`config.mk`:
```
export PLATFORM = sky130hd
export DESIGN_NAME = sp_byte_bridge
export DESIGN_NICKNAME = d
export VERILOG_FILES = /design/src/logic/sp_bus_pkg.sv /design/src/logic/sp_byte_bridge.sv
export SDC_FILE = /design/constraint.sdc
export NUM_CORES = 1
export LEC_CHECK = 0
export BUFFER_PORTS_ARGS = -buffer_cell sky130_fd_sc_hd__buf_4
export CORE_UTILIZATION = 39
export CTS_CLUSTER_SIZE = 40
export DETAILED_ROUTE_END_ITERATION = 8
export GPL_TIMING_DRIVEN = 0
export PLACE_DENSITY_LB_ADDON = 0.08
export SYNTH_ARGS = -nofsm -noshare
export SYNTH_HDL_FRONTEND = slang
export SYNTH_SLANG_ARGS = --single-unit
```
`constraint.sdc`:
```
create_clock -name clk -period 4.55 [get_ports clk]
set_input_delay 0.91 -clock clk [delete_from_list [all_inputs] [get_ports clk]]
set_output_delay 0.91 -clock clk [all_outputs]
set_load 0.01 [all_outputs]
```
`src/logic/sp_bus_pkg.sv`:
```
package sp_bus_pkg;

   // master side of the data bus, big-endian numbering throughout
   localparam int DATA_W = 32;
   localparam int ADR_W  = 32;
   localparam int SEL_W  = 4;      // one enable per byte lane, bit 0 is byte 0

   // external byte bus
   localparam int BYTE_ADR_W = 24;
   localparam int BYTE_W     = 8;

   // region codes in adr[0:7]
   localparam logic [0:7] REGION_EXT  = 8'h80;
   localparam logic [0:7] REGION_MMIO = 8'hff;

   // local RAM, selected by adr[0] clear
   localparam int RAM_ADDR_BITS = 8;
   localparam int RAM_WORDS     = 1 << RAM_ADDR_BITS;

endpackage
```
`src/logic/sp_byte_bridge.sv`:
```
`timescale 1ns/1ps

module sp_byte_bridge (
   input  logic                                    clk,
   input  logic                                    arst_n_i,
   input  logic                                    sel_i,
   input  logic                                    cyc_i,
   input  logic [0:sp_bus_pkg::BYTE_ADR_W-3]       adr_i,
   input  logic [0:sp_bus_pkg::DATA_W-1]           dat_i,
   input  logic [0:sp_bus_pkg::SEL_W-1]            be_i,
   input  logic                                    we_i,
   output logic                                    ack_o,
   output logic [0:sp_bus_pkg::DATA_W-1]           dat_o,
   output logic [0:sp_bus_pkg::BYTE_ADR_W-1]       wb_adr_o,
   output logic [0:sp_bus_pkg::BYTE_W-1]           wb_dat_o,
   input  logic [0:sp_bus_pkg::BYTE_W-1]           wb_dat_i,
   output logic                                    wb_we_o,
   output logic [0:0]                              wb_sel_o,
   output logic                                    wb_stb_o,
   output logic                                    wb_cyc_o,
   input  logic                                    wb_ack_i
);

   logic [0:1]                     sub_q;      // byte lane in flight
   logic [0:sp_bus_pkg::DATA_W-1]  shift_q;
   logic                           ack_q;
   logic                           byte_done;

   assign byte_done = wb_stb_o && wb_ack_i;

   assign wb_adr_o = {adr_i, sub_q};
   assign wb_dat_o = dat_i[sp_bus_pkg::BYTE_W*sub_q +: sp_bus_pkg::BYTE_W];
   assign wb_sel_o = be_i[sub_q];
   assign wb_we_o  = we_i;
   assign wb_stb_o = sel_i && !ack_q;   // quiet while the word ack is out
   assign wb_cyc_o = cyc_i;

   assign ack_o = ack_q;
   assign dat_o = shift_q;

   always_ff @(posedge clk or negedge arst_n_i) begin
      if (!arst_n_i) begin
         ack_q <= 1'b0;
         sub_q <= 2'd0;
      end else if (ack_q || !sel_i) begin
         ack_q <= 1'b0;
         sub_q <= 2'd0;
      end else if (byte_done) begin
         ack_q <= (sub_q == 2'd3);   // fourth byte closes the word
         sub_q <= sub_q + 2'd1;
      end
   end

   // first byte ends up in the top lane
   always_ff @(posedge clk) begin
      if (byte_done) begin
         shift_q <= {shift_q[sp_bus_pkg::BYTE_W:sp_bus_pkg::DATA_W-1], wb_dat_i};
      end
   end

   // a waiting byte keeps its address and data
   a_hold_on_wait: assert property (@(posedge clk) disable iff (!arst_n_i)
      wb_stb_o && !wb_ack_i |=> wb_stb_o && $stable(wb_adr_o) && $stable(wb_dat_o));

   a_stb_in_cyc: assert property (@(posedge clk) disable iff (!arst_n_i)
      wb_stb_o |-> wb_cyc_o);

endmodule

```
======== Yosys cells after proc, flatten, opt, wreduce, memory -nomap -nowiden ========
Index checks and enable logic that the tools add are counted.
operators by class
  $mul .................................... 0
  shift operators ......................... 1
  add/subtract/negate cells ............... 1
  divide/modulo/power cells ............... 0
  multiplexer cells ....................... 7
  equality and inequality tests ........... 1
  bitwise logic cells ..................... 2
  reduce and logical (&&, ||, !) cells .... 6
  order comparisons ....................... 1
operator list
  kind                 number
  $not 5->33           1
  $shiftx 32x33->33    1
  $mux 1               4
  $mux 2               2
  $ge 3x3->1 const B   1
  $not 2->3            1
  $add 2x1->2 const B  1
  $bmux 1 s2           1
  $eq 2x2->1 const B   1
  $logic_and 1x1->1    2
  $logic_not 1->1      2
  $reduce_bool 2->1    1
  $logic_or 1x1->1     1
storage, ports and cells
  memories ................................ 0
  latch bits .............................. 0
  memory bits (writable) .................. 0
  output and inout port bits .............. 69
  input bits .............................. 72
  register bits ........................... 35
  bits in read-only memories .............. 0
  word-level logic and storage cells ...... 22

======== Depth between registers and ports, before layout ========
Gate-level depths: netlist (run 1).
  depth in word-level cells ............... 5
  gate-level depth with buffers ........... 3
  mapped depth without buffers ............ 3

======== Worst setup path after synthesis (run 1) ========
No wires, ideal clock.
  kind .................................... input port to flip-flop
  from .................................... in sel_i
  to ...................................... reg shift_q (netlist bit dat_o[0]) (enable)
  setup slack ............................. 2235 ps
  cell stages on the path ................. 3
  setup time .............................. 392 ps
  path buffers ............................ 0
  data arrival time ....................... 1923 ps
  required time ........................... 4158 ps
  cells stage by stage .................... nand2b_1 -> inv_1 -> and2_1
between the ends
  cells in the longest elaborated chain, start to end .. 2
RTL lines
  element                 line                  RTL
  start: declaration      sp_byte_bridge.sv:6   input logic sel_i,
  $logic_and 1x1->1       sp_byte_bridge.sv:35  assign wb_stb_o = sel_i && !ack_q;
  named net wb_stb_o      sp_byte_bridge.sv:19  output logic wb_stb_o,
  $logic_and 1x1->1       sp_byte_bridge.sv:29  assign byte_done = wb_stb_o && wb_ack_i;
  named net byte_done     sp_byte_bridge.sv:27  logic byte_done;
  end signal: assignment  sp_byte_bridge.sv:57  shift_q <= {shift_q[sp_bus_pkg::BYTE_W:sp_bus_pkg::DATA_W-1], wb_dat_i};
  end: declaration        sp_byte_bridge.sv:25  logic [0:sp_bus_pkg::DATA_W-1] shift_q;
The timed path passes the listed nets, and every way through them passes these cells.
A chain may end at the register's enable or synchronous reset.

======== Worst setup path after layout (run 1) ========
  from .................................... in dat_i[27] (netlist bit)
  to ...................................... out wb_dat_o[3] (netlist bit)
between the ends
  cells in the longest elaborated chain, start to end .. 1
RTL lines
  element             line                  RTL
  start: declaration  sp_byte_bridge.sv:9   input logic [0:sp_bus_pkg::DATA_W-1] dat_i,
  $shiftx 32x33->33   sp_byte_bridge.sv:32  assign wb_dat_o = dat_i[sp_bus_pkg::BYTE_W*sub_q +: sp_bus_pkg::BYTE_W];
  end: declaration    sp_byte_bridge.sv:15  output logic [0:sp_bus_pkg::BYTE_W-1] wb_dat_o,
Every way passes these cells.

==> results.json, run 1 <==
{
  "status": "finished, final reports clean",
  "port_buffers": 116,
  "ir_drop_uv": 218,
  "cp-start-kind": "input port",
  "critPathMostFrequentCell": "buf_4",
  "slew_headroom_pct": 14.6,
  "initialDrtViolationCount": 36,
  "pwr-share-seq_pct": 50.2,
  "syn_area_um2": 1500,
  "place_inst": 243,
  "switching_share_pct": 22.4,
  "met2_length_um": 1890,
  "ys_seq_elements": 35,
  "nets": 275,
  "yosysSeqAreaShare_pct": 69.2,
  "finalSetupViolCount": 0,
  "synth_top_cell_by_area": "edfxtp_1",
  "yosys.area.top_type_share_pct": 64.2,
  "cts-hold-fix-buffers": 0,
  "worst_pin_slew_ns": 1.28,
  "maxSlewViolCount": 0,
  "critPathSlowestCell": "mux4_2",
  "synth_area_leaders": "edfxtp_1, mux4_2, buf_4",
  "worst_ep_required_time_ns": 3.64,
  "power.density_nw_per_um2": 296,
  "cp_top_family": "multiplexers",
  "fmax_mhz": 392,
  "rsz0062_at_grt": "false",
  "viasPerCell": 4.43,
  "diodes": 0,
  "firstDrtPassIters": 4,
  "crit_chain": "buf_4, mux4_2, buf_4",
  "setup_tns_ns": 0,
  "clockRootBuffer": "clkbuf_8",
  "met1_length_um": 1180,
  "grt_pass1_vias": 1072,
  "coreArea_um2": 3660,
  "dieArea_um2": 4090,
  "yosys_warnings": 0,
  "start_util_pct": 40.9,
  "grt_remaining_overflow": 0,
  "fin_skew_ns": 0.00834,
  "cts_buffers": 5,
  "drc": 0,
  "synth_cell_types": 14,
  "clkLatencyLatePin_ns": 0.27,
  "crit_fanout": 1,
  "area.growth.synth_to_final_pct": 67.9,
  "p_int_mw": 0.576,
  "syn_nets": 152,
  "die_x_um": 63.9,
  "layout-drive-gt1-share_pct": 77.8,
  "vias": 1111,
  "cts_num_sinks": 35,
  "synthCells": 79,
  "p_comb_share_pct": 21.9,
  "fin_crit_sh_pct": 56.1,
  "io_pins": 141,
  "post_drt_wl_per_cell_um": 13.5,
  "drt_wl_total_um": 3390,
  "cts.clk_slew.worst_paths_ns": 0.06,
  "syn_avg_cell_area_um2": 18.9,
  "fin_cells": 251,
  "power.switching_mw": 0.167,
  "track_usage_pct": 15.9,
  "dp_hpwl_um": 2820,
  "final_common_cell": "buf_4",
  "grt_max_degree": 33,
  "crit_type": "in -> out",
  "hold_violations": 0,
  "tritoncts": "done",
  "top_layer": "met4",
  "layout_common_cells": "buf_4, edfxtp_1, mux4_2",
  "antenna_found_initial": 0,
  "antenna_left": 0,
  "dr_wl_met3_um": 305,
  "worstPathArrival_ns": 1.64,
  "cp-end-kind": "primary output",
  "drv_cap": 0,
  "cts_htree_levels": 2,
  "power_frac_clock_pct": 27.8,
  "cpPeakStageDelay_ns": 0.46,
  "critPathBufInv": 2,
  "grt_pass1_wl_um": 4800,
  "p_leak_nw": 1.16,
  "dieHeight_um": 63.9,
  "post-cts-setup-buffers": 0,
  "postCtsResizedCells": 0,
  "hold_class": "in -> async",
  "period_minus_slack_ns": 2.55,
  "gp_congestion": 0.786,
  "fp-row-count": 22,
  "clk_path_buf_depth": 2
}
-- cells in the mapped netlist --
master    number
buf_4         24
xnor2_1        1
nand2b_1       1
mux2i_1        1
nor2_1         2
inv_1          1
and2_1         1
edfxtp_1      32
buf_2          1
mux4_2         9
ha_1           1
dfrtp_1        3
buf_6          1
and3_1         1
-- power groups by stage --
stage	Clock, mW	Sequential [mW]	Combinational, mW
after detailed placement	0	0.380	0.165
after global routing	0.227	0.375	0.173
after floorplan	0	0.385	0.0667
after CTS	0.213	0.373	0.165
final	0.207	0.373	0.163
after global placement	0	0.379	0.162
-- through the flow --
step           hold slack (ns)  power (mW)  utilization (%)  instance area [um2]  worst slack (ns)
2_1_floorplan            0.499       0.452                -                 1500              2.24
5_1_grt                  0.401       0.774             68.6                 2510              1.99
4_1_cts                  0.403       0.752             68.6                 2510              2.00
3_3_place_gp             0.431       0.541             66.3                 2430              1.98
6_report                 0.415       0.743             68.6                 2510              2.00
3_5_place_dp             0.439       0.545             66.3                 2430              1.93
-- cell type report --
cell class	instances	area [um2]
Fill cell	275	1150
Inverter	1	3.75
Multi-Input combinational cell	17	260
Tap cell	48	60.1
Buffer	26	196
Timing Repair Buffer	116	871
Clock inverter	2	12.5
Clock buffer	6	72.6
Sequential cell	35	1040
-- cells by family after synthesis --
| family | Yosys count | share of synthesized area [%] |
|---|---|---|
| simple gates | 5 | 1.76 |
| fa+ha+maj | 1 | 0.836 |
| xor+xnor | 1 | 0.585 |
| mux | 10 | 14.2 |
| buf+inv | 27 | 13.4 |
| flops | 35 | 69.2 |
-- final timing paths --
check / start / to / slack [ns] / depth (start not counted)
min in group clk: dat_o[20]$_DFFE_PP_ / dat_o[12]$_DFFE_PP_ / 0.45 / 0
max: dat_i[27] / wb_dat_o[3] / 2.00 / 3
max reg2reg: ack_o$_DFFE_PN0P_ / dat_o[26]$_DFFE_PP_ / 2.50 / 3
max in group asynchronous: arst_n_i / sub_q[1]$_DFFE_PN0P_ / 4.04 / 1
min: arst_n_i / ack_o$_DFFE_PN0P_ / 0.41 / 1
min reg2reg: dat_o[20]$_DFFE_PP_ / dat_o[12]$_DFFE_PP_ / 0.45 / 0
-- sequential cells by signal, summed over array words and instances (netlist names) --
register  cells
ack_o         1
sub_q         2
dat_o        32
-- layer usage --
| layer | vias to the layer above | track usage, % |
|---|---|---|
| li1 | 519 | - |
| met1 | 525 | 16.7 |
| met2 | 65 | 29.3 |
| met3 | 2 | 5.89 |
| met4 | 0 | 4.26 |
| met5 | - | 0 |
No activity file was read; power rests on OpenSTA's default activity.
==> run 2: changes to the inputs <==
CORE_UTILIZATION = 33   (was 39)
clock period = 2.2 ns   (was 4.55 ns; I/O delays follow)
==> run 2 against run 1 <==
  * Core utilization decreased by 11 points
  * Final cell count rose by 2.0%
  * Sequential power increased by 110%
  * Die area grew 18%
  * Sequential share of layout area down 0.24 points
  * Clock skew is 0.0031 ns lower
  * Design area is 0.60% higher
  * Hold slack got worse by 0.080 ns
  * Via count grew 4.2%
  * Routed wire length is 2.2% higher
  * Flip-flop and latch count stayed put
  * First-iteration DRC count shrank 61%
  * Critical path type is now reg -> out
  * Critical endpoint is now wb_dat_o[5]
  * Largest cell class unchanged
  * Highest routed layer unchanged
==> results.json, run 2 (synthesis gave the netlist of run 1 again) <==
{
  "post-route-util_pct": 58.0,
  "drt_wl_total_um": 3460,
  "port_buffers": 116,
  "hold_depth": 1,
  "viasPerCell": 4.52,
  "io_pins": 141,
  "post_drt_wl_per_cell_um": 13.5,
  "crit_type": "reg -> out",
  "fmax_mhz": 504,
  "hold_class": "in -> reg",
  "setup_tns_ns": 0,
  "drc": 0,
  "fin_cells": 256,
  "antenna_left": 0,
  "cts_num_sinks": 35,
  "p_leak_nw": 1.16,
  "fin_crit_sh_pct": 90.1,
  "area.growth.synth_to_final_pct": 68.9,
  "r2r_start": "ack_o$_DFFE_PN0P_",
  "clk_path_buf_depth": 2,
  "hold_violations": 0,
  "largest_reg_flops": 32,
  "clockRootBuffer": "clkbuf_8",
  "dieHeight_um": 69.3,
  "crit_fanout": 10,
  "period_minus_slack_ns": 1.98,
  "hold_end": "dat_o[26]$_DFFE_PP_",
  "power.density_nw_per_um2": 609,
  "worstRegToRegCells": 3,
  "worst_pin_slew_ns": 0.708,
  "vias": 1158,
  "cts_htree_levels": 2,
  "gp_congestion": 0.762,
  "clkLatencyLatePin_ns": 0.28,
  "drv_cap": 0,
  "timing.rr.end": "dat_o[30]$_DFFE_PP_",
  "stdcell_area_um2": 2530,
  "antenna_found_initial": 0,
  "dieArea_um2": 4810,
  "grt_pass1_vias": 1200,
  "coreArea_um2": 4350,
  "die_x_um": 69.3,
  "start_util_pct": 34.4,
  "cts_buffers": 5,
  "placed_area_um2": 2430,
  "maxSlewViolCount": 0,
  "initialDrtViolationCount": 14,
  "ir_drop_uv": 410,
  "reg2reg_slack_ns": 0.52,
  "final_common_cell": "buf_4",
  "rsz0062_at_grt": "false",
  "finalSetupViolCount": 0,
  "fillCellCount": 376,
  "status": "finished, final reports clean",
  "slew_headroom_pct": 52.8,
  "diodes": 0,
  "worst_ep_required_time_ns": 1.76,
  "firstDrtPassIters": 4,
  "grt_remaining_overflow": 0,
  "layout_common_cells": "buf_4, edfxtp_1, mux4_2",
  "fp-row-count": 24,
  "grt_max_degree": 33,
  "place_inst": 247,
  "nets": 276,
  "dp_hpwl_um": 2720,
  "track_usage_pct": 14.9,
  "layout-drive-gt1-share_pct": 77.5,
  "cp-end-kind": "primary output",
  "holdCritStartpoint": "wb_dat_i[2]",
  "fin_ws_ns": 0.218,
  "tritoncts": "done",
  "cts.clk_slew.worst_paths_ns": 0.07,
  "preCtsSetupSlack_ns": -0.0201,
  "fin_skew_ns": 0.00519,
  "worstPathArrival_ns": 1.54,
  "cp-start-kind": "flip-flop",
  "grt_pass1_wl_um": 5600
}
==> run 2: changes by cell type in the layout (fill, tap and decap cells not counted), sizes merged <==
cell	previous run	this run
clkbuf	6	5
clkinv	1	2
dlygate4sd3	0	1
==> run 2: per-stage QoR <==
step	hold slack, ns	total power [mW]
after global routing	0.315	1.61
after global placement	0.229	1.12
after floorplan	0.144	0.935
final	0.334	1.54
after detailed placement	0.235	1.13
after CTS	0.326	1.57
==> run 2: how the worst max path moves through the flow <==
stage | from | end | slack [ns] | cells past startpoint
after global placement | sel_i | dat_o[23]$_DFFE_PP_ | 0.04 | 4
final | sub_q[1]$_DFFE_PN0P_ | wb_dat_o[5] | 0.22 | 3
after global routing | sub_q[1]$_DFFE_PN0P_ | wb_dat_o[1] | 0.15 | 3
after floorplan | ack_o$_DFFE_PN0P_ | dat_o[0]$_DFFE_PP_ | 0.30 | 3
after detailed placement | sel_i | dat_o[23]$_DFFE_PP_ | -0.02 | 4
after CTS | ack_o$_DFFE_PN0P_ | dat_o[23]$_DFFE_PP_ | 0.03 | 3
==> run 2: final cells by class <==
cell class              instances  area [um2]  share of cell area (%)
plain buffers                  26         196                    7.77
multi-input cells              17         262                    10.3
repair buffers                117         881                    34.9
flip-flops and latches         35        1040                    41.0
clock inverters                 3        15.0                   0.594
clock buffers                   5        68.8                    2.72
well taps                      52        65.1                    2.57
inverters                       1        3.75                   0.149
==> run 2: worst max-delay path: stages, from the launching register on <==
cell and delay [ns]:
dfrtp_1 0.39, buf_6 0.20, mux4_2 0.52, buf_4 0.16
==> run 2: power by group <==
group / switching, mW / internal, mW
clock network: 0.218 / 0.215
logic: 0.123 / 0.214
registers: 0.0130 / 0.758
total: 0.354 / 1.19
==> run 2: what timing repair did <==
action / CTS / global route
buffers inserted: 0 / 0
gates resized for setup: 0 / 0
endpoints found under the hold margin: 3 / 0
hold buffers: 1 / 0
==> run 2: metal layers <==
layer / global-route usage [%] / wire length [um]
met5: 0 / 0
met4: 4.76 / 15
met3: 7.41 / 493
met2: 26.1 / 1770
met1: 15.4 / 1180
