$ cat src/logic/sp_mmio_pkg.sv
package sp_mmio_pkg;

   localparam int REG_ADR_W = 3;    // word offset inside the register region

   localparam logic [0:REG_ADR_W-1] REG_CTRL   = 3'd0;
   localparam logic [0:REG_ADR_W-1] REG_RGB1   = 3'd1;
   localparam logic [0:REG_ADR_W-1] REG_RGB2   = 3'd2;
   localparam logic [0:REG_ADR_W-1] REG_STATUS = 3'd3;   // read-only
   localparam logic [0:REG_ADR_W-1] REG_TICKS  = 3'd4;   // read-only

   localparam int SW_RESET_W = 5;
   localparam int RGB_W      = 24;  // rgb sits in dat[8:31]
   localparam int STATUS_W   = 3;   // drive activity in dat[29:31]

   // ctrl word: dat[25] green, dat[26] red, dat[27:31] sw_reset
   localparam int CTRL_W = 2 + SW_RESET_W;
   localparam logic [0:CTRL_W-1] CTRL_RESET = '0;

endpackage

$ cat src/logic/sp_bus_pkg.sv
package sp_bus_pkg;

   // master side of the data bus, big-endian numbering throughout
   localparam int DATA_W = 32;
   localparam int ADR_W  = 32;
   localparam int SEL_W  = 4;      // one enable per byte lane, bit 0 is byte 0

   // external byte bus
   localparam int BYTE_ADR_W = 24;
   localparam int BYTE_W     = 8;

   // region codes in adr[0:7]
   localparam logic [0:7] REGION_EXT  = 8'h80;
   localparam logic [0:7] REGION_MMIO = 8'hff;

   // local RAM, selected by adr[0] clear
   localparam int RAM_ADDR_BITS = 8;
   localparam int RAM_WORDS     = 1 << RAM_ADDR_BITS;

endpackage
$ cat src/logic/sp_mmio_regs.sv
`timescale 1ns/1ps

module sp_mmio_regs (
   input  logic                                    clk,
   input  logic                                    arst_n_i,
   input  logic                                    stb_i,
   input  logic [0:sp_mmio_pkg::REG_ADR_W-1]       adr_i,
   input  logic [0:sp_bus_pkg::DATA_W-1]           dat_i,
   input  logic [0:sp_bus_pkg::SEL_W-1]            be_i,
   input  logic                                    we_i,
   output logic                                    ack_o,
   output logic [0:sp_bus_pkg::DATA_W-1]           dat_o,
   input  logic [0:sp_mmio_pkg::STATUS_W-1]        drive_activity_i,
   output logic                                    led_green_o,
   output logic                                    led_red_o,
   output logic [0:sp_mmio_pkg::SW_RESET_W-1]      sw_reset_o,
   output logic [0:sp_mmio_pkg::RGB_W-1]           led1_rgb_o,
   output logic [0:sp_mmio_pkg::RGB_W-1]           led2_rgb_o
);

   logic [0:sp_mmio_pkg::CTRL_W-1]   ctrl_q;
   logic [0:sp_mmio_pkg::RGB_W-1]    rgb1_q;
   logic [0:sp_mmio_pkg::RGB_W-1]    rgb2_q;
   logic [0:sp_bus_pkg::DATA_W-1]    ticks_q;
   logic [0:sp_bus_pkg::DATA_W-1]    ctrl_word;
   logic [0:sp_bus_pkg::DATA_W-1]    rgb1_word;
   logic [0:sp_bus_pkg::DATA_W-1]    rgb2_word;
   logic [0:sp_bus_pkg::DATA_W-1]    stat_word;
   logic [0:sp_bus_pkg::DATA_W-1]    ctrl_wr;
   logic [0:sp_bus_pkg::DATA_W-1]    rgb1_wr;
   logic [0:sp_bus_pkg::DATA_W-1]    rgb2_wr;
   logic                             serve;

   function automatic logic [0:sp_bus_pkg::DATA_W-1] merge_bytes(
      input logic [0:sp_bus_pkg::DATA_W-1] cur,
      input logic [0:sp_bus_pkg::DATA_W-1] wr,
      input logic [0:sp_bus_pkg::SEL_W-1]  be
   );
      logic [0:sp_bus_pkg::DATA_W-1] res;
      res = cur;
      for (int b = 0; b < sp_bus_pkg::SEL_W; b++) begin
         if (be[b]) begin
            res[sp_bus_pkg::BYTE_W*b +: sp_bus_pkg::BYTE_W] =
               wr[sp_bus_pkg::BYTE_W*b +: sp_bus_pkg::BYTE_W];
         end
      end
      return res;
   endfunction

   // registers right-aligned in the 32-bit word
   assign ctrl_word = {{(sp_bus_pkg::DATA_W-sp_mmio_pkg::CTRL_W){1'b0}}, ctrl_q};
   assign rgb1_word = {{(sp_bus_pkg::DATA_W-sp_mmio_pkg::RGB_W){1'b0}}, rgb1_q};
   assign rgb2_word = {{(sp_bus_pkg::DATA_W-sp_mmio_pkg::RGB_W){1'b0}}, rgb2_q};
   assign stat_word = {{(sp_bus_pkg::DATA_W-sp_mmio_pkg::STATUS_W){1'b0}}, drive_activity_i};

   assign ctrl_wr = merge_bytes(ctrl_word, dat_i, be_i);
   assign rgb1_wr = merge_bytes(rgb1_word, dat_i, be_i);
   assign rgb2_wr = merge_bytes(rgb2_word, dat_i, be_i);

   assign serve = stb_i && !ack_o;

   assign led_green_o = ctrl_q[0];
   assign led_red_o   = ctrl_q[1];
   assign sw_reset_o  = ctrl_q[2:sp_mmio_pkg::CTRL_W-1];
   assign led1_rgb_o  = rgb1_q;
   assign led2_rgb_o  = rgb2_q;

   always_ff @(posedge clk or negedge arst_n_i) begin
      if (!arst_n_i) begin
         ack_o   <= 1'b0;
         ctrl_q  <= sp_mmio_pkg::CTRL_RESET;
         rgb1_q  <= '0;
         rgb2_q  <= '0;
         ticks_q <= '0;
      end else begin
         ack_o   <= serve;
         ticks_q <= ticks_q + 1'b1;
         if (serve && we_i) begin
            case (adr_i)
               sp_mmio_pkg::REG_CTRL:
                  ctrl_q <= ctrl_wr[sp_bus_pkg::DATA_W-sp_mmio_pkg::CTRL_W:sp_bus_pkg::DATA_W-1];
               sp_mmio_pkg::REG_RGB1:
                  rgb1_q <= rgb1_wr[sp_bus_pkg::DATA_W-sp_mmio_pkg::RGB_W:sp_bus_pkg::DATA_W-1];
               sp_mmio_pkg::REG_RGB2:
                  rgb2_q <= rgb2_wr[sp_bus_pkg::DATA_W-sp_mmio_pkg::RGB_W:sp_bus_pkg::DATA_W-1];
               default: ;   // status and ticks are read-only
            endcase
         end
      end
   end

   always_ff @(posedge clk) begin
      if (serve) begin
         case (adr_i)
            sp_mmio_pkg::REG_CTRL:   dat_o <= ctrl_word;
            sp_mmio_pkg::REG_RGB1:   dat_o <= rgb1_word;
            sp_mmio_pkg::REG_RGB2:   dat_o <= rgb2_word;
            sp_mmio_pkg::REG_STATUS: dat_o <= stat_word;
            sp_mmio_pkg::REG_TICKS:  dat_o <= ticks_q;
            default:                 dat_o <= '0;
         endcase
      end
   end

endmodule

$ cat config.mk
export PLATFORM = sky130hd
export DESIGN_NAME = sp_mmio_regs
export DESIGN_NICKNAME = d
export VERILOG_FILES = /design/src/logic/sp_mmio_pkg.sv /design/src/logic/sp_bus_pkg.sv /design/src/logic/sp_mmio_regs.sv
export SDC_FILE = /design/constraint.sdc
export NUM_CORES = 1
export LEC_CHECK = 0
export BUFFER_PORTS_ARGS = -buffer_cell sky130_fd_sc_hd__clkbuf_2
export CAP_MARGIN = 20
export CORE_MARGIN = 10
export CORE_UTILIZATION = 48
export CTS_BUF_LIST = sky130_fd_sc_hd__clkbuf_16
export CTS_CLUSTER_SIZE = 10
export DETAILED_ROUTE_END_ITERATION = 6
export MAX_ROUTING_LAYER = met4
export PLACE_DENSITY = 0.81
export SLEW_MARGIN = 20
export SYNTH_ARGS = -nofsm -noshare
export SYNTH_HDL_FRONTEND = slang
export SYNTH_SLANG_ARGS = --single-unit
$ cat constraint.sdc
create_clock -name clk -period 2.41 [get_ports clk]
set_input_delay 0.241 -clock clk [delete_from_list [all_inputs] [get_ports clk]]
set_output_delay 0.241 -clock clk [all_outputs]
set_load 0.05 [all_outputs]
Word level (Yosys, flattened, before mapping) --
Index checks and enable logic that the tools add are counted.
Word-level totals: bits in registers 120, input bits 46, output and inout port bits 88, logic and storage cells 27
Operators by class: $add $sub $neg 1, equal/unequal tests 4, multiplexer cells 1, reductions and logical operators 11
Operator list (count):
- $pmux 32 s5 | 1
- $add 32x1->32 const B | 1
- $reduce_and 3->1 | 7
- $eq 3x2->1 const B | 2
- $eq 3x1->1 const B | 1
- $eq 3x3->1 const B | 1
- $logic_not 3->1 | 1
- $logic_and 1x1->1 | 2
- $logic_not 1->1 | 1

Longest topological paths before layout --
Gate-level depths: netlist of run 1.
depth after elaboration 4, mapped depth 6

Worst setup path after synthesis of run 1 --
No wires, ideal clock.
path kind register to register, start register ack_o, end register dat_o[0] (netlist name), enable pin, library setup time 426 ps, data arrival time 2101 ps, slack -117 ps, cell stages (with the launch flop) 2, path through dfrtp_1 -> nor2b_1
Between the ends: cells in the longest elaborated chain, start to end 2
Ends and longest elaborated chain:
- from (decl) | line sp_mmio_regs.sv:11 | output logic ack_o,
- from (signal assigned) | line sp_mmio_regs.sv:76 | ack_o <= serve;
- $logic_not 1->1 | line sp_mmio_regs.sv:60 | assign serve = stb_i && !ack_o;
- $logic_and 1x1->1 | line sp_mmio_regs.sv:60
- net serve | line sp_mmio_regs.sv:32 | logic serve;
- to (signal assigned) | line sp_mmio_regs.sv:95 | sp_mmio_pkg::REG_CTRL: dat_o <= ctrl_word;
- to (signal assigned) | line sp_mmio_regs.sv:96 | sp_mmio_pkg::REG_RGB1: dat_o <= rgb1_word;
- to (signal assigned) | line sp_mmio_regs.sv:97 | sp_mmio_pkg::REG_RGB2: dat_o <= rgb2_word;
- to (decl) | line sp_mmio_regs.sv:12 | output logic [0:sp_bus_pkg::DATA_W-1] dat_o,
The timed path passes the listed nets, and every way through them passes these cells. A chain may end at the register's enable or synchronous reset.

Worst setup path in the final report of run 1 --
start register ticks_q[24] (netlist name), end register ticks_q[8] (netlist name)
Between the ends: cells in the longest elaborated chain, start to end 1
Ends and longest elaborated chain:
- from (decl) | line sp_mmio_regs.sv:24 | logic [0:sp_bus_pkg::DATA_W-1] ticks_q;
- from (signal assigned) | line sp_mmio_regs.sv:77 | ticks_q <= ticks_q + 1'b1;
- $add 32x1->32 | line sp_mmio_regs.sv:77
Every way passes these cells.

==> results.txt, run 1 <==
outcome: finished clean
root buffer cell: clkbuf_16
number of max-slew violations in the final report: 0
Worst Path Required: 2740 ps
top-level port count: 134
DRT iter0 DRCs: 204
Worst Clk Skew: 9.32 ps
FF/Latch Area: 3160 µm²
setup repair after global routing missed its margin: false
portion of synthesized cell area occupied by the leading cell type: 42.8%
chip width: 123 µm
min-delay worst type: input port to flip-flop
actual transition at the worst max-transition pin: 566 ps
asr flop ratio synth: 73.3%
Power Dens Cells: 912 nW/µm²
final total negative setup slack: 0 ps
share of cells above drive strength 1: 42.2%
final setup vio count: 0
core box area: 10400 µm²
length of the first detailed-routing pass in iterations: 4
Post-Layout Inst Area: 6540 µm²
effective utilization at floorplan: 49.6%
overall die height: 123 µm
clock latency at the later pin of the worst-skew pair: 410 ps
mean routed wirelength per cell: 18.9 µm
overall power after layout: 5.96 mW
synthesis-to-layout area growth: 27.2%
cell count of the worst reg-to-reg path: 4
number of antenna violations at the first check in global routing: 0
time the final worst path needs with I/O delays and setup: 2100 ps
total vias in the final route: 3655
CP Data Arrival Time: 2430 ps
vias in the first global route: 3949
number of gates given a new drive strength after cts: 0
#FFs+latches synth: 120
number of H-tree levels: 4
Fillers: 810
category of the most critical setup path: flip-flop to flip-flop
site row count: 37
total clock buffers created by CTS: 17
Place WS: 335 ps
last weighted congestion value of the routability-driven placer: 0.815
final core utilization: 63.1%
number of enable-type register cells in the synthesized netlist: 32
post-route non-filler standard cell count: 681
number of standard cells after synthesis: 396
quantity of hold-fixing buffers added after cts: 1
total instance count after detailed placement: 648
largest net degree at the start of global routing: 50
nature of the critical path startpoint: flip-flop
leading post-synthesis cells by cell area: dfrtp_1 43%, edfxtp_1 19%, mux2_2 12%
Cell variety after synth: 35
synthesized area per cell: 13.0 µm²
number of diodes added for antenna fixing: 0
wire length of the first global-routing pass: 20900 µm
Final HPWL DP: 9460 µm
most common cell in the synthesized netlist: dfrtp_1
critical-path maximum fanout: 10
type of element capturing the critical path: flip-flop
global-route usage over all layers: 18.1%
Max IR drop VDD: 0.692 mV
proportion of synthesized chip area in sequential cells: 61.5%
number of warnings issued by yosys: 0
relative max-transition margin: 62.3%
count of antenna-violating nets left after detailed routing: 0
TritonCTS clock tree: done
CTS max path bufs: 2
final hold violation count: 0
most area-hungry cell type in the Yosys netlist: dfrtp_1
setup slack of the critical path after layout: 310 ps
post-CTS setup repair buffer count: 0
area of the die: 15200 µm²
Final Cycle Share: 87.1%
clock slew seen by the registers of the worst setup and hold paths: 60 ps
final-stage net count: 579
f_max: 476 MHz
Fin Hold WS: 73.9 ps
most used standard cells in the synthesized netlist: 88 x dfrtp_1, 53 x mux2_2, 33 x nand2_1, 32 x edfxtp_1, 21 x o21ai_0
synthesized cell area: 5140 µm²
Post-Syn Nets: 443
clock net sink count: 120
DRC violations left: 0
remaining global-route overflow: 0
static power due to leakage: 3.17 nW
count of buffers inserted at the top-level ports: 124
Routed Wire Length: 12900 µm
max-cap viol count: 0
area of the multi-input gates: 1900 µm²
average via count per standard cell: 5.37
commonest register cell after synthesis: dfrtp_1
Hold Crit Depth: 2
post-detailed-placement cell area: 5980 µm²
-- cell usage in the layout, fill, tap and decap left out, types with 2 or more instances in the layout --
| master | count |
|---|---|
| a21oi_1 | 7 |
| a22oi_1 | 17 |
| and2_1 | 8 |
| and3_1 | 5 |
| and4_1 | 2 |
| buf_4 | 12 |
| clkbuf_16 | 19 |
| clkbuf_2 | 123 |
| clkinv_2 | 6 |
| clkinv_4 | 3 |
| dfrtp_1 | 88 |
| edfxtp_1 | 32 |
| inv_1 | 7 |
| mux2_1 | 2 |
| mux2_2 | 53 |
| mux2i_1 | 10 |
| nand2_1 | 33 |
| nand2b_1 | 2 |
| nand3_1 | 10 |
| nand4_1 | 5 |
| nor2_1 | 15 |
| nor2b_2 | 2 |
| nor3_1 | 5 |
| nor4_1 | 5 |
| nor4_4 | 3 |
| o21ai_0 | 21 |
| o22ai_1 | 3 |
| or2_2 | 2 |
| or4_1 | 3 |
| xnor2_1 | 13 |
| xor2_1 | 17 |
-- flip-flops by register name (all words and copies together), names as in the netlist --
register / count
ack_o: 1
ctrl_q: 7
ticks_q: 32
dat_o: 32
led2_rgb_o: 24
led1_rgb_o: 24
-- layout make-up --
type,count,area share (%)
Inverter,5,0.287
Sequential cell,120,48.4
Clock buffer,19,7.27
Multi-Input combinational cell,251,29.0
Tap cell,136,2.60
Timing Repair Buffer,137,11.3
Clock inverter,13,1.19
-- where the power goes --
part	total, mW	internal, mW	switching, mW
clock network	2.31	1.42	0.893
logic	1.22	0.301	0.918
registers	2.43	2.29	0.141
-- layer usage --
layer  global-route usage, %  vias up  wire length [µm]
met5                       -        -                 0
met4                    5.53        0               165
met3                    5.70       20               925
met2                    28.4      126              6320
met1                    22.0     1813              5480
li1                        -     1696                 -
-- critical path, cell delays in order (launching register included) --
cell and delay [ps]:
dfrtp_1 470, nand4_2 190, or4_1 850, nor4_4 360
xor2_1 160
-- worst paths after layout --
| kind | start | endpoint | slack [ps] |
|---|---|---|---|
| setup reg to reg | ticks_q[24]$_DFF_PN0_ | ticks_q[8]$_DFF_PN0_ | 310 |
| max in group asynchronous | arst_n_i | led1_rgb_o[0]$_DFFE_PN0P_ | 1380 |
| hold / removal | dat_i[23] | led2_rgb_o[15]$_DFFE_PN0P_ | 70 |
| setup / recovery | ticks_q[24]$_DFF_PN0_ | ticks_q[8]$_DFF_PN0_ | 310 |
| hold reg to reg | ticks_q[0]$_DFF_PN0_ | ticks_q[0]$_DFF_PN0_ | 480 |
| min in group asynchronous | arst_n_i | led2_rgb_o[4]$_DFFE_PN0P_ | 350 |
-- cells by family after synthesis --
| family | share of synthesized area, % |
|---|---|
| fa+ha+maj | 0.243 |
| mux | 14.0 |
| flops | 61.5 |
| simple gates | 11.7 |
| compound gates | 5.57 |
| xor+xnor | 5.11 |
| buf+inv | 1.90 |
Note: power is estimated with default switching activity, not from simulation.
==> inputs of run 2 (changes only) <==
--- a/config.mk
+++ b/config.mk
@@ -13,7 +13,7 @@
 export CTS_CLUSTER_SIZE = 10
 export DETAILED_ROUTE_END_ITERATION = 6
 export MAX_ROUTING_LAYER = met4
-export PLACE_DENSITY = 0.81
+export PLACE_DENSITY = 0.74
 export SLEW_MARGIN = 20
 export SYNTH_ARGS = -nofsm -noshare
 export SYNTH_HDL_FRONTEND = slang
==> results.txt, run 2 (synthesis gave the netlist of run 1 again) <==
critical-path cell list: nand4_2 > or4_1 > nor4_4 > xor2_1
Worst Clk Skew: 8.06 ps (-1.26 ps)
max-cap viol count: 0 (unchanged)
relative max-transition margin: 63.0% (+0.75 points)
sequential share of power: 38.6% (-2.2 points)
Power Dens Cells: 953 nW/µm² (+4.6%)
actual transition at the worst max-transition pin: 555 ps (-11.2 ps)
vias in the first global route: 3998 (+1.2%)
root buffer cell: clkbuf_16
Fillers: 817 (+0.86%)
top-level port count: 134 (unchanged)
f_max: 478 MHz (+0.46%)
number of gates given a new drive strength after cts: 0 (unchanged)
total clock buffers created by CTS: 17 (unchanged)
Gate power share: 19.4% (-1.0 points)
clock share of power: 42.0% (+3.2 points)
length of the first detailed-routing pass in iterations: 5 (+1)
category of the most critical setup path: flip-flop to flip-flop
Final HPWL DP: 9190 µm (-2.9%)
area of the multi-input gates: 1900 µm² (unchanged)
effective utilization at floorplan: 49.6% (unchanged)
mean routed wirelength per cell: 18.8 µm (-0.45%)
chip width: 123 µm (unchanged)
number of H-tree levels: 4 (unchanged)
global-route usage over all layers: 18.0% (-0.11 points)
average via count per standard cell: 5.38 (+0.32%)
type of element capturing the critical path: flip-flop
remaining global-route overflow: 0 (unchanged)
switching share of power: 30.2% (-2.5 points)
min-delay worst type: input port to flip-flop
FF/Latch Area: 3160 µm² (unchanged)
final-stage net count: 577 (-0.35%)
largest net degree at the start of global routing: 89 (+78%)
Post-Layout Inst Area: 6600 µm² (+0.94%)
overall die height: 123 µm (unchanged)
TritonCTS clock tree: done
post-detailed-placement cell area: 5970 µm² (about the same)
total vias in the final route: 3656 (+0.027%)
final hold violation count: 0 (unchanged)
area of the die: 15200 µm² (unchanged)
post-CTS setup repair buffer count: 0 (unchanged)
number of max-slew violations in the final report: 0 (unchanged)
critical path's slowest cell: or4_1
synthesis-to-layout area growth: 28.4%
count of buffers inserted at the top-level ports: 124 (unchanged)
Fin Hold WS: 57.9 ps (-16.1 ps)
most congested layer reported by global routing: met2
outcome: finished clean
count of antenna-violating nets left after detailed routing: 0 (unchanged)
nature of the critical path startpoint: flip-flop
CTS max path bufs: 2 (unchanged)
share of cells above drive strength 1: 41.1% (-1.1 points)
critical-path maximum fanout: 10 (unchanged)
Routed Wire Length: 12800 µm (-0.75%)
Worst Path Required: 2740 ps (about the same)
commonest non-fill, non-tap cells in the layout: 123 x clkbuf_2, 88 x dfrtp_1, 53 x mux2_2
final total negative setup slack: 0 ps (unchanged)
Final Cycle Share: 86.7% (-0.40 points)
core box area: 10400 µm² (unchanged)
final setup vio count: 0 (unchanged)
commonest non-fill, non-tap cell in the layout: clkbuf_2
wire length of the first global-routing pass: 20700 µm (-1.1%)
GR Layer Usage met3: 5.52% (-0.18 points)
number of diodes added for antenna fixing: 0 (unchanged)
clock slew seen by the registers of the worst setup and hold paths: 60 ps (about the same)
site row count: 37 (unchanged)
last weighted congestion value of the routability-driven placer: 0.799 (-2.0%)
Largest regs: dat_o (32), ticks_q (32)
DRC violations left: 0 (unchanged)
met1 routing resource usage after global routing: 22.1% (+0.12 points)
Psw: 1.90 mW (-2.5%)
DRT iter0 DRCs: 256 (+25%)
clock latency at the later pin of the worst-skew pair: 410 ps (about the same)
number of antenna violations at the first check in global routing: 0 (unchanged)
GR Layer Usage met2: 27.9% (-0.53 points)
clock net sink count: 120 (unchanged)
setup repair after global routing missed its margin: false
static power due to leakage: 3.20 nW (+0.70%)
Max IR drop VDD: 0.562 mV (-19%)
time the final worst path needs with I/O delays and setup: 2090 ps (-9.66 ps)
CP Data Arrival Time: 2420 ps (about the same)
maximum single-stage delay on the critical path: 840 ps (about the same)
Internal: 4.39 mW (+9.5%)
==> run 2: timing repair <==
action | in CTS | in global routing
hold buffers | 1 | 0
endpoints found under the setup margin | 0 | 0
hold endpoints to repair | 88 | 0
==> run 2: worst paths after layout <==
kind | endpoint | slack (ps) | cells past startpoint | start
worst max-delay path | ticks_q[8]$_DFF_PN0_ | 320 | 4 | ticks_q[24]$_DFF_PN0_
min in group asynchronous | ctrl_q[6]$_DFFE_PN0P_ | 430 | 3 | arst_n_i
worst min-delay path | led2_rgb_o[2]$_DFFE_PN0P_ | 60 | 2 | dat_i[10]
worst max register to register | ticks_q[8]$_DFF_PN0_ | 320 | 4 | ticks_q[24]$_DFF_PN0_
max in group asynchronous | ticks_q[0]$_DFF_PN0_ | 1650 | 3 | arst_n_i
worst min register to register | ticks_q[0]$_DFF_PN0_ | 470 | 1 | ticks_q[0]$_DFF_PN0_
==> run 2: through the flow <==
step                cells  setup WS (ps)  total power, mW  utilization [%]
floorplan             396            328             3.33                -
global placement      646            378             3.66             57.6
detailed placement    646            360             3.69             57.6
CTS                   679            327             6.34             63.6
global route          679            210             6.50             63.6
finish                679            320             6.29             63.6
==> run 2: power groups by stage <==
stage               combinational, mW  clock (mW)  sequential, mW
finish                           1.22        2.65            2.43
CTS                              1.24        2.67            2.43
detailed placement               1.23           0            2.46
floorplan                       0.225           0            3.10
global placement                 1.21           0            2.45
global route                     1.28        2.77            2.45
==> run 2: critical path, delay by kind of cell (launching register included) <==
kind | cells | cell delay, ps
xor gates and xnor gates | 1 | 170
DFF | 1 | 470
and+or+nand+nor | 3 | 1370
==> run 2: layout make-up <==
class                           instances  share of cell area (%)
Clock buffer                           17                    6.45
Clock inverter                         15                    2.90
Inverter                                5                   0.284
Multi-Input combinational cell        251                    28.8
Sequential cell                       120                    47.9
Tap cell                              136                    2.58
Timing Repair Buffer                  135                    11.1
==> run 2: metal layers <==
layer	part of all wire (%)	vias to the layer above	routed length, µm
met5	0	-	0
met4	0.52	0	66
met3	6.5	6	827
met2	50	125	6350
met1	43	1823	5550
li1	-	1702	-
